<file path="src/rv_defs.svh">
`ifndef RV_DEFS_SVH
`define RV_DEFS_SVH

// Data path and address width
`define RV_XLEN 32

// Memory depths in 32-bit words
`define RV_IMEM_WORDS 256
`define RV_DMEM_WORDS 64

// First fetch address out of reset
`define RV_RESET_PC 32'h0000_0000

`endif

</file>
<file path="src/rv_regfile.sv">
`timescale 1ns/1ps
`include "rv_defs.svh"

module rv_regfile (
  input  logic               clk,
  input  logic               reset,
  input  logic [4:0]         rs1,
  input  logic [4:0]         rs2,
  input  logic [4:0]         rd,
  input  logic               reg_we,
  input  logic [`RV_XLEN-1:0] wb_data,
  output logic [`RV_XLEN-1:0] rs1_val,
  output logic [`RV_XLEN-1:0] rs2_val
);

  logic [`RV_XLEN-1:0] regs [32];

  always_ff @(posedge clk) begin
    if (reset) begin
      for (int i = 0; i < 32; i++) begin
        regs[i] <= '0;
      end
    end else if (reg_we && rd != 5'd0) begin  // x0 stays zero
      regs[rd] <= wb_data;
    end
  end

  assign rs1_val = regs[rs1];
  assign rs2_val = regs[rs2];

  // x0 never picks up a writeback after reset
  x0_read_zero_a: assert property (@(posedge clk) disable iff (reset)
    (rs1 == 5'd0 |-> rs1_val == '0) and (rs2 == 5'd0 |-> rs2_val == '0));

endmodule

</file>
<file path="config.mk">
export PLATFORM = sky130hd
export DESIGN_NAME = rv_regfile
export DESIGN_NICKNAME = d
export VERILOG_FILES = /design/src/rv_regfile.sv
export VERILOG_INCLUDE_DIRS = /design/src /design/src/src
export SDC_FILE = /design/constraint.sdc
export NUM_CORES = 2
export LEC_CHECK = 0
export BUFFER_PORTS_ARGS = -buffer_cell sky130_fd_sc_hd__clkbuf_2
export CAP_MARGIN = 20
export CORE_MARGIN = 5
export CORE_UTILIZATION = 30
export CTS_CLUSTER_SIZE = 20
export DETAILED_ROUTE_END_ITERATION = 10
export PLACE_DENSITY = 0.46
export SKIP_CTS_REPAIR_TIMING = 1
export SLEW_MARGIN = 20
export SYNTH_ARGS = -nofsm -noshare
export SYNTH_HDL_FRONTEND = slang
export SYNTH_SLANG_ARGS = --single-unit
export TNS_END_PERCENT = 30
</file>
<file path="constraint.sdc">
create_clock -name clk -period 2.5 [get_ports clk]
set_clock_uncertainty 0.1 [all_clocks]
set_input_delay 0.375 -clock clk [delete_from_list [all_inputs] [get_ports clk]]
set_output_delay 0.375 -clock clk [all_outputs]
set_load 0.05 [all_outputs]
</file>
# Word-level counts from Yosys, hierarchy flattened
# Memory sizes are Yosys's and may differ from the RTL's.
# Cells that the tools add are included.
totals:
  elab_cells: 12
  output_inout_bits: 64
  n_memories: 1
  mem_bits_rw: 1024
  in_bits: 50
  romBits: 0
  reg_bits: 0
  latch_bits: 0
mem_list:
  columns: ["memory", "depth", "width", "rd", "rd_ports_with_merged_regs", "wr", "line_no", "text"]
  rows:
  - ["regs", 32, 32, 2, 0, 32, "rv_regfile.sv:16", "logic [`RV_XLEN-1:0] regs [32];"]
classes:
  addsub: 0
  div: 0
  shifts: 0
  n_bitwise: 0
  magnitude_cmp: 0
  n_reduce_logical: 3
  n_mul: 0
  mux: 8
  eq_ne: 0
op_table:
  columns: ["op", "count"]
  rows:
  - ["32-bit two-way mux", 1]
  - ["32-bit OR reduction", 1]
  - ["1-bit two-way mux", 6]
  - ["5-bit two-way mux", 1]
  - ["5-bit nonzero test", 1]
  - ["1-bit logical AND", 1]

# Depth between registers and ports, before layout
depth:
  depth_word: 7
  mapped_depth: 8
  ltp_nobuf: 5

# Worst setup path after synthesis
# Ideal clock, no wire load.
synth_path:
  path_type: "in2out"
  from: "in rs2[1]"
  to: "out rs2_val[25]"
  t_arrival_ps: 1852
  t_required_ps: 2025
  slack_ps: 173
  cell_stages: 8
  n_path_buf: 4
  cell_sequence: "buf_2 buf_4 buf_4 buf_6 mux2i_1 a22oi_1 a31oi_1 nand3_1"
synth_via:
  elab_chain_len: 1
synth_rtl:
  columns: ["element", "line_no", "text"]
  rows:
  - ["from (decl)", "rv_regfile.sv:8", "input logic [4:0] rs2,"]
  - ["memory read 32 x 32 bit", null, null]
  - ["to (decl)", "rv_regfile.sv:13", "output logic [`RV_XLEN-1:0] rs2_val"]
# Every way passes these cells.

# Worst setup path after layout
layout_path:
  from: "in rs2[2]"
  to: "out rs2_val[23]"
# Same word-level chain as after synthesis.

==> reports/results.txt <==
Main area contributors after synthesis: edfxtp_1 55%, mux2i_1 18%, and2_1 11%
Core area: 0.185 sq mm
NumNets Final: 4,962
Final Max Slew Viols: 0
Num CTS Buffers: 119
Final setup fails: 64
Drt initial violations: 4,024
Crit path required time: 2030 ps
Data arrival, critical path: 2330 ps
Peak VDD IR: 0.000629 V
Distinct cells, synth: 29
Pre-CTS WS: -398 ps
Seq/Total Area, Yosys: 55.0%
RSZ-0062 raised after global routing: true
Synth Register Bits: 1,024
Crit. End Element: output port
Gr usage total: 22.5%
Mapped Cells: 4,605
CTS root buffer: clkbuf_16
Die area: 0.195 sq mm
Final Hold Vio Count: 0
Vias: 39,500
Mux cell area share after synthesis: 18.3%
Period utilisation layout: 112%
Worst Hold Path Cells: 2
Avg Cell Area, Syn: 12.1 sq um
Vias per inst: 5.27
Final ANT Viol Nets: 0
Min Tclk post-route: 2800 ps
Min Hold Slack: 183 ps
Biggest register: regs
Fraction of the mapped netlist area in compound gates: 7.02%
Setup CP Type: primary input to output port
Max FFs per register: 1,024
CP max FO: 19
Yosys warnings: 0
Biggest area consumer among synthesized cells: edfxtp_1
Area delta synth->final: 23.1%
Clock Sinks: 1,024
First-pass GRT wire length: 315 mm
Hold path start: wb_data[7]
Regs by FF count: regs (1024)
H-tree depth: 3
Outcome: complete, but fails checks
Vias in the first global route: 39,800
Die H: 442 um
Fmax: 357 MHz
IO Port Bufs: 113
Initial antenna violation count: 35
# IOs: 114
Post-synthesis simple-gate area fraction: 15.7%
Fill cell count: 18,000
LEAKAGE: 27.0 nW
TritonRoute pass-1 iters: 5
Share of the synthesized area in the top cell type: 55.0%
Slew headroom: 53.7%
Most frequent cells in the layout: 1,024 x edfxtp_1, 1,023 x mux2i_1, 992 x and2_1
Worst setup margin: -304 ps
Drt drc: 0
Routability Congestion: 0.835
Xor-xnor portion of the synthesized cell area: 0%
Commonest non-fill, non-tap cell in the layout: edfxtp_1
Worst-path clk slew: 60 ps
Max-Cap Viols: 0
Site row count: 158
Worst hold path class: primary input to flop
Starting Density: 30.1%
Fraction of layout cells with a size suffix above 1: 18.8%
CTS max path bufs: 3
Average wire per standard cell: 30.4 um
Grt total ovfl: 0
Final Routed Wirelength: 228 mm
TritonCTS clock tree: yes
Synth Area in Adders: 0%
Power per standard cell area: 655 mW/mm^2
Synthesized area: 0.0559 sq mm
Hold EP: regs[25][7]
Largest net degree at the start of global routing: 40
Final HPWL DP: 146 mm
Die X: 442 um
Largest family of logic cells by synthesized area: multiplexers
Critical Path Start Type: primary input
Violations in the final reports: setup timing
Worst-Margin Slew: 694 ps
routing by layer:
layer | up-vias | share of wire (%) | GRT usage, %
met3 | 311 | 5.9 | 3.38
met5 | - | 0 | 0
met1 | 20400 | 44 | 30.7
li1 | 17500 | - | -
met2 | 1321 | 47 | 37.3
met4 | 0 | 2.9 | 6.26
through the flow:
stage | power, mW | area [sq um] | util, % | setup TNS (ps) | std cells
after floorplan | 24.0 | 56000 | - | 0 | 4636
after global placement | 27.3 | 64000 | 34.5 | -14190 | 7282
after detailed placement | 27.3 | 64000 | 34.5 | -14620 | 7282
after CTS | 45.1 | 67900 | 36.6 | -25210 | 7501
after global routing | 46.5 | 68800 | 37.1 | -19070 | 7495
final | 45.1 | 68800 | 37.1 | -12460 | 7505
logic make-up after synthesis:
kind of cell / after synthesis
multiplexers: 1024
AO/OA/AOI/OAI: 576
flip-flops: 1024
AND/OR/NAND/NOR: 1534
buffers and inverters: 446
other: 1
where the power goes:
part / leakage, nW / switching, mW / internal, mW
logic: 15.4 / 4.20 / 2.67
clock network: 1.90 / 7.59 / 10.3
registers: 9.75 / 0.512 / 19.8
synthesized netlist by cell type (all sizes together):
| cell | instances |
|---|---|
| edfxtp | 1024 |
| mux2i | 1024 |
| and2 | 994 |
| clkbuf | 234 |
| buf | 212 |
| nand2 | 196 |
| nand3 | 194 |
| a21oi | 192 |
| a22oi | 192 |
| a22o | 128 |
| a31oi | 64 |
| nor3 | 64 |
| nor2 | 35 |
| or2 | 33 |
| nand2b | 5 |
| nor2b | 5 |
| nand3b | 4 |
| or3 | 2 |
| or3b | 2 |
| conb | 1 |
area by class of cell:
type | instances | area, sq um | share of cell area (%)
antenna | 15 | 37.5 | 0.0545
clock buffer | 140 | 3060 | 4.44
clock inverter | 79 | 855 | 1.24
multi-input combinational | 3166 | 24100 | 35.0
sequential | 1024 | 30700 | 44.7
tap | 2480 | 3100 | 4.51
timing repair buffer | 601 | 6950 | 10.1
worst max-delay path by stage:
stage / startpoint / to / depth (start not counted)
after floorplan: rs2[1] / rs2_val[25] / 8
after global placement: rs2[2] / rs2_val[6] / 9
after detailed placement: rs2[2] / rs2_val[6] / 9
after CTS: regs[2][6] / rs2_val[6] / 7
after global routing: regs[2][21] / rs2_val[21] / 6
final: rs2[2] / rs2_val[23] / 9
worst max-delay path, cell delays in order:
cell	delay, ps
clkbuf_2	210
nor2b_4	240
buf_12	230
buf_4	350
a22o_1	210
nor3_1	70
a31oi_1	160
nand3_1	220
buf_12	230
(Power assumes the default switching activity.)
