[config.mk]
export PLATFORM = sky130hd
export DESIGN_NAME = rv_decode
export DESIGN_NICKNAME = d
export VERILOG_FILES = /design/src/rv_isa_pkg.sv /design/src/rv_ctrl_pkg.sv /design/src/rv_decode.sv
export VERILOG_INCLUDE_DIRS = /design/src /design/src/src
export SDC_FILE = /design/constraint.sdc
export NUM_CORES = 1
export LEC_CHECK = 0
export ABC_AREA = 1
export BUFFER_PORTS_ARGS = -buffer_cell sky130_fd_sc_hd__buf_2
export CORE_ASPECT_RATIO = 1.5
export CORE_MARGIN = 2
export CORE_UTILIZATION = 39
export DETAILED_ROUTE_END_ITERATION = 8
export GPL_ROUTABILITY_DRIVEN = 0
export PLACE_DENSITY = 0.93
export SYNTH_ARGS = -nofsm -noshare
export SYNTH_HDL_FRONTEND = slang
export SYNTH_SLANG_ARGS = --single-unit
[constraint.sdc]
create_clock -name vclk -period 2.6
set_clock_uncertainty 0.2 [all_clocks]
set_input_delay 0.39 -clock vclk [all_inputs]
set_output_delay 0.39 -clock vclk [all_outputs]
set_load 0.03 [all_outputs]
[src/rv_defs.svh]
`ifndef RV_DEFS_SVH
`define RV_DEFS_SVH

// Data path and address width
`define RV_XLEN 32

// Memory depths in 32-bit words
`define RV_IMEM_WORDS 256
`define RV_DMEM_WORDS 64

// First fetch address out of reset
`define RV_RESET_PC 32'h0000_0000

`endif

[src/rv_isa_pkg.sv]
package rv_isa_pkg;

  // Major opcodes, instr[6:0]
  localparam logic [6:0] OP_ARITH     = 7'b0110011;
  localparam logic [6:0] OP_ARITH_IMM = 7'b0010011;
  localparam logic [6:0] OP_LOAD      = 7'b0000011;
  localparam logic [6:0] OP_STORE     = 7'b0100011;
  localparam logic [6:0] OP_BRANCH    = 7'b1100011;
  localparam logic [6:0] OP_JAL       = 7'b1101111;
  localparam logic [6:0] OP_JALR      = 7'b1100111;

  // funct3 for arithmetic and logic
  localparam logic [2:0] F3_ADD = 3'b000;
  localparam logic [2:0] F3_SLL = 3'b001;
  localparam logic [2:0] F3_XOR = 3'b100;
  localparam logic [2:0] F3_SRL = 3'b101;
  localparam logic [2:0] F3_OR  = 3'b110;
  localparam logic [2:0] F3_AND = 3'b111;

  // funct3 for conditional branches
  localparam logic [2:0] F3_BEQ = 3'b000;
  localparam logic [2:0] F3_BNE = 3'b001;
  localparam logic [2:0] F3_BLT = 3'b100;
  localparam logic [2:0] F3_BGE = 3'b101;

  localparam logic [6:0] F7_SUB = 7'b0100000;

endpackage

[src/rv_ctrl_pkg.sv]
package rv_ctrl_pkg;

  // Codes follow funct3 where one exists, SUB takes a spare slot
  typedef enum logic [2:0] {
    ALU_ADD = 3'b000,
    ALU_SLL = 3'b001,
    ALU_SUB = 3'b010,
    ALU_XOR = 3'b100,
    ALU_SRL = 3'b101,
    ALU_OR  = 3'b110,
    ALU_AND = 3'b111
  } alu_op_t;

  typedef enum logic {SRC_REG, SRC_IMM} alu_src_t;

  // Writeback source
  typedef enum logic [1:0] {WB_ALU, WB_MEM, WB_PC4} wb_sel_t;

  // Kind of control transfer
  typedef enum logic [1:0] {PC_SEQ, PC_BRANCH, PC_JAL, PC_JALR} pc_sel_t;

endpackage

[src/rv_decode.sv]
`timescale 1ns/1ps
`include "rv_defs.svh"

module rv_decode (
  input  logic [`RV_XLEN-1:0]   instr,
  output logic [4:0]            rs1,
  output logic [4:0]            rs2,
  output logic [4:0]            rd,
  output logic [2:0]            funct3,
  output logic [`RV_XLEN-1:0]   imm,
  output rv_ctrl_pkg::alu_op_t  alu_op,
  output rv_ctrl_pkg::alu_src_t alu_src,
  output rv_ctrl_pkg::wb_sel_t  wb_sel,
  output rv_ctrl_pkg::pc_sel_t  pc_sel,
  output logic                  reg_we,
  output logic                  mem_we
);

  logic [6:0] opcode;
  logic [6:0] funct7;
  logic [1:0] alu_class;  // 0 add, 1 sub, 2 from funct fields

  assign opcode = instr[6:0];
  assign funct7 = instr[31:25];
  assign funct3 = instr[14:12];
  assign rs1    = instr[19:15];
  assign rs2    = instr[24:20];
  assign rd     = instr[11:7];

  // Main control
  always_comb begin
    alu_class = 2'd0;
    alu_src   = rv_ctrl_pkg::SRC_REG;
    wb_sel    = rv_ctrl_pkg::WB_ALU;
    pc_sel    = rv_ctrl_pkg::PC_SEQ;
    reg_we    = 1'b0;
    mem_we    = 1'b0;
    case (opcode)
      rv_isa_pkg::OP_ARITH: begin
        alu_class = 2'd2;
        reg_we    = 1'b1;
      end
      rv_isa_pkg::OP_ARITH_IMM: begin
        alu_class = 2'd2;
        alu_src   = rv_ctrl_pkg::SRC_IMM;
        reg_we    = 1'b1;
      end
      rv_isa_pkg::OP_LOAD: begin
        alu_src = rv_ctrl_pkg::SRC_IMM;
        wb_sel  = rv_ctrl_pkg::WB_MEM;
        reg_we  = 1'b1;
      end
      rv_isa_pkg::OP_STORE: begin
        alu_src = rv_ctrl_pkg::SRC_IMM;
        mem_we  = 1'b1;
      end
      rv_isa_pkg::OP_BRANCH: begin
        alu_class = 2'd1;  // Compare by subtraction
        pc_sel    = rv_ctrl_pkg::PC_BRANCH;
      end
      rv_isa_pkg::OP_JAL: begin
        wb_sel = rv_ctrl_pkg::WB_PC4;
        pc_sel = rv_ctrl_pkg::PC_JAL;
        reg_we = 1'b1;
      end
      rv_isa_pkg::OP_JALR: begin
        alu_src = rv_ctrl_pkg::SRC_IMM;
        wb_sel  = rv_ctrl_pkg::WB_PC4;
        pc_sel  = rv_ctrl_pkg::PC_JALR;
        reg_we  = 1'b1;
      end
      default: ;
    endcase
  end

  // ALU control, second level
  always_comb begin
    case (alu_class)
      2'd1: alu_op = rv_ctrl_pkg::ALU_SUB;
      2'd2: begin
        if (opcode == rv_isa_pkg::OP_ARITH && funct7 == rv_isa_pkg::F7_SUB) begin
          alu_op = rv_ctrl_pkg::ALU_SUB;
        end else begin
          case (funct3)
            rv_isa_pkg::F3_SLL: alu_op = rv_ctrl_pkg::ALU_SLL;
            rv_isa_pkg::F3_XOR: alu_op = rv_ctrl_pkg::ALU_XOR;
            rv_isa_pkg::F3_SRL: alu_op = rv_ctrl_pkg::ALU_SRL;
            rv_isa_pkg::F3_OR:  alu_op = rv_ctrl_pkg::ALU_OR;
            rv_isa_pkg::F3_AND: alu_op = rv_ctrl_pkg::ALU_AND;
            default:            alu_op = rv_ctrl_pkg::ALU_ADD;
          endcase
        end
      end
      default: alu_op = rv_ctrl_pkg::ALU_ADD;
    endcase
  end

  // Immediate generator
  always_comb begin
    case (opcode)
      rv_isa_pkg::OP_ARITH_IMM, rv_isa_pkg::OP_LOAD, rv_isa_pkg::OP_JALR:
        imm = {{21{instr[31]}}, instr[30:20]};
      rv_isa_pkg::OP_STORE:
        imm = {{21{instr[31]}}, instr[30:25], instr[11:7]};
      rv_isa_pkg::OP_BRANCH:
        imm = {{20{instr[31]}}, instr[7], instr[30:25], instr[11:8], 1'b0};
      rv_isa_pkg::OP_JAL:
        imm = {{12{instr[31]}}, instr[19:12], instr[20], instr[30:21], 1'b0};
      default:
        imm = '0;
    endcase
  end

endmodule

# == After elaboration in Yosys (flattened, before gate mapping) ==
# Cells that the tools add are included.
# totals
elab_cells,31
in_bits,32
out_inout_bits,60
reg_bits,0
# op_classes
eq_ne,15
reduce_logical,6
n_mux,10
# op_table
op,count
$pmux 32 s4,1
$eq 7x6->1 const B,3
$eq 7x7->1 const B,3
$pmux 3 s5,1
$eq 3x3->1 const B,4
$pmux 2 s2,2
$eq 7x2->1 const B,1
$eq 7x5->1 const B,1
$pmux 2 s3,1
$pmux 3 s2,1
$reduce_or 5->1,1
$reduce_or 2->1,2
$reduce_or 4->1,1
$eq 3x1->1 const B,1
$mux 1,3
$mux 3,1
$reduce_or 3->1,1
$eq 2x1->1 const B,1
$eq 2x2->1 const B,1
$logic_and 1x1->1,1

# == Longest topological paths before layout ==
# depth
word_depth,5
mapped_depth,11
ltp_nobuf,11

# == Least setup slack after synthesis ==
# No wires, ideal clock.
# synth_path
kind,in2out
startpoint,in instr[1]
endpoint,out alu_op[0]
t_required_ns,2.010
path_buffers,0
setup_slack_ns,0.204
stages,9
t_arrival_ns,1.806
path_cell_list,nand2_2 > inv_1 > nand2_1 > nor2_1 > nand2_1 > ha_1 > nor2_1 > nand3_1 > a21oi_1
# synth_via
elab_chain_cells,5
word_cells_on_any_way,10
classes_between,5 x eq/ne; 3 x mux; 2 x reduce/logical
# synth_rtl
element,line,source
from (decl),rv_decode.sv:5,"input logic [`RV_XLEN-1:0] instr,"
$eq 7x6->1 / $eq 7x5->1 (equally long branches),"rv_decode.sv:38, rv_decode.sv:81",
$reduce_or 2->1 (no source line),-,
$pmux 2 s2,rv_decode.sv:38,case (opcode)
$eq 2x2->1 / $eq 2x1->1 (equally long branches),rv_decode.sv:78,case (alu_class)
$pmux 3 s2 (*),rv_decode.sv:78,
to (decl),rv_decode.sv:11,"output rv_ctrl_pkg::alu_op_t alu_op,"
# Mark *: on every way between the ends. The rest lies on a longest branch, timed or not.

# == Worst setup path in the final report ==
# layout_path
startpoint,in instr[2]
endpoint,out alu_op[0]
# Same word-level chain as after synthesis.

==> out/qor.yml <==
setup_path:
  cp_slowest_cell: "ha_1"
  arrival_ns: 1.84
  cp_max_fo: 5
  crit_path_start_kind: "input port"
  critPathCaptureType: "primary output"
  crit_buf_inv: 2
  path_class: "in2out"
  critical_path_required_ns: 2.01
  crit_chain: "buf_2, nor2_1, nand2_2, nor2_1, nand2_1, ha_1, nor2_2, nand3_1, a21oi_1, clkbuf_4"
  max_stage_delay_ns: 0.30
  crit_top_cell: "nor2_1"
  critical_path.top_delay_family: "simple AND/OR/NAND/NOR gates"
cts:
  holdBufCountCts: 0
  cts_resized: 0
  cts_setup_buffers: 0
routing:
  drt_iter0_markers: 8
  ant_nets: 0
  drt-total-wl_mm: 2.08
  drt_first_pass_iters: 2
  vias_per_cell: 4.26
  post_drt_wl_per_cell_um: 8.38
  vias: 1057
  drc_errors: 0
global_route:
  grt_max_degree: 13
  grt.overflow.total: 0
  first_global_vias: 904
  gr-usage-all-layers_pct: 15.7
  antenna_found_initial: 0
  grt_pass1_wl_mm: 3.39
pwr:
  leakage_uw: 0.000967
  irDropWorstVdd_uv: 65.9
  p_per_area_nw_per_um2: 124
final_layout:
  diodes: 0
  layout.nets: 262
  numSequentialCells: 0
  clkbuf_count: 0
  drive_above_1_share_pct: 46.9
  finalCoreUtilization_pct: 54.4
  postLayoutCellArea_um2: 1100
  syn_to_final_growth_pct: 33.0
  regArea_um2: 0
synth:
  avgSynthCellArea_um2: 5.09
  synth_top_area_cell: "nand2_1"
  synthTopCellsByCount: "60 x nand2_1, 31 x inv_1, 29 x buf_4"
  synthTopCellsByArea: "nand2_1 27%, buf_4 26%, inv_1 14%"
  yosysUniqueCellTypes: 19
  synth_cells: 163
  synth.top_cell.area_share_pct: 27.1
  ys_warn_count: 0
  yosysSeqAreaShare_pct: 0
  syn_nets: 197
  synth_area_um2: 830
  yosysMostFrequentCell: "nand2_1"
timing:
  max_clock_freq_mhz: 412
  fin_crit_ns: 2.43
  slew_violations: 0
  fin_ws_ns: 0.170
  tightest_slew_ns: 0.334
  setup-violations-final: 0
  hold_violations: 0
  fin_crit_sh_pct: 93.4
  whs_ns: 0.846
  fin_tns_setup_ns: 0
  slew_headroom_pct: 77.7
die:
  die-height_um: 60.5
  rows: 20
  io_pins: 92
  dieArea_um2: 2520
  start_util_pct: 40.9
  die_w_um: 41.7
  core_um2: 2030
placement:
  portBuffers: 92
  hpwlAfterDp_mm: 1.89
  post-place-ws_ns: 0.134
  placed_cell_area_um2: 1100
worst_hold_path:
  hp-class: "in2out"
run_status:
  status: "completed"
job:
  maxCapViolCount: 0
final timing paths:
kind / from / endpoint / cells past startpoint
max: instr[2] / alu_op[0] / 10
min: instr[8] / rd[1] / 2
per-layer routing:
| metal | part of all wire (%) | GRT usage (%) | vias up |
|---|---|---|---|
| li1 | - | - | 579 |
| met1 | 36 | 16.6 | 427 |
| met2 | 55 | 34.4 | 51 |
| met3 | 9.0 | 1.79 | 0 |
| met4 | 0 | 0 | 0 |
| met5 | 0 | 0 | - |
power breakdown:
part / switching, µW / internal [µW]
registers: 0 / 0
logic: 93.9 / 42.8
clock network: 0 / 0
total: 93.9 / 42.8
per-stage QoR:
stage | instances | power, µW
finish | 248 | 137
global placement | 248 | 136
CTS | 248 | 137
floorplan | 163 | 102
detailed placement | 248 | 137
global route | 248 | 148
area by class of cell:
type | count | area (µm²)
Multi-Input combinational cell | 100 | 482
Timing Repair Buffer | 93 | 470
Fill cell | 235 | 923
Tap cell | 22 | 27.5
Inverter | 33 | 124
cells by family after synthesis:
logic type	Yosys count	synth area share, %
AOI/OAI and AO/OA	1	0.603
adders and majority gates	2	3.02
buffers and inverters	63	42.5
and+or+nand+nor	97	53.8
cells in the final DEF, fill, tap and decap left out:
master,synthesis,final
nand2_4,2,2
buf_4,29,1
nor2_2,1,2
inv_1,31,31
a21oi_1,1,1
and3_1,1,1
or2_1,1,1
inv_2,2,2
nor2_4,1,1
nand2_1,60,59
ha_1,2,2
nor2_1,11,10
nand3_4,1,1
nand3_1,13,13
nand2_2,2,3
nand3_2,2,2
nor4_1,1,1
nand4_1,1,1
buf_2,0,91
clkbuf_4,0,1
Note: power is estimated with default switching activity, not from simulation.
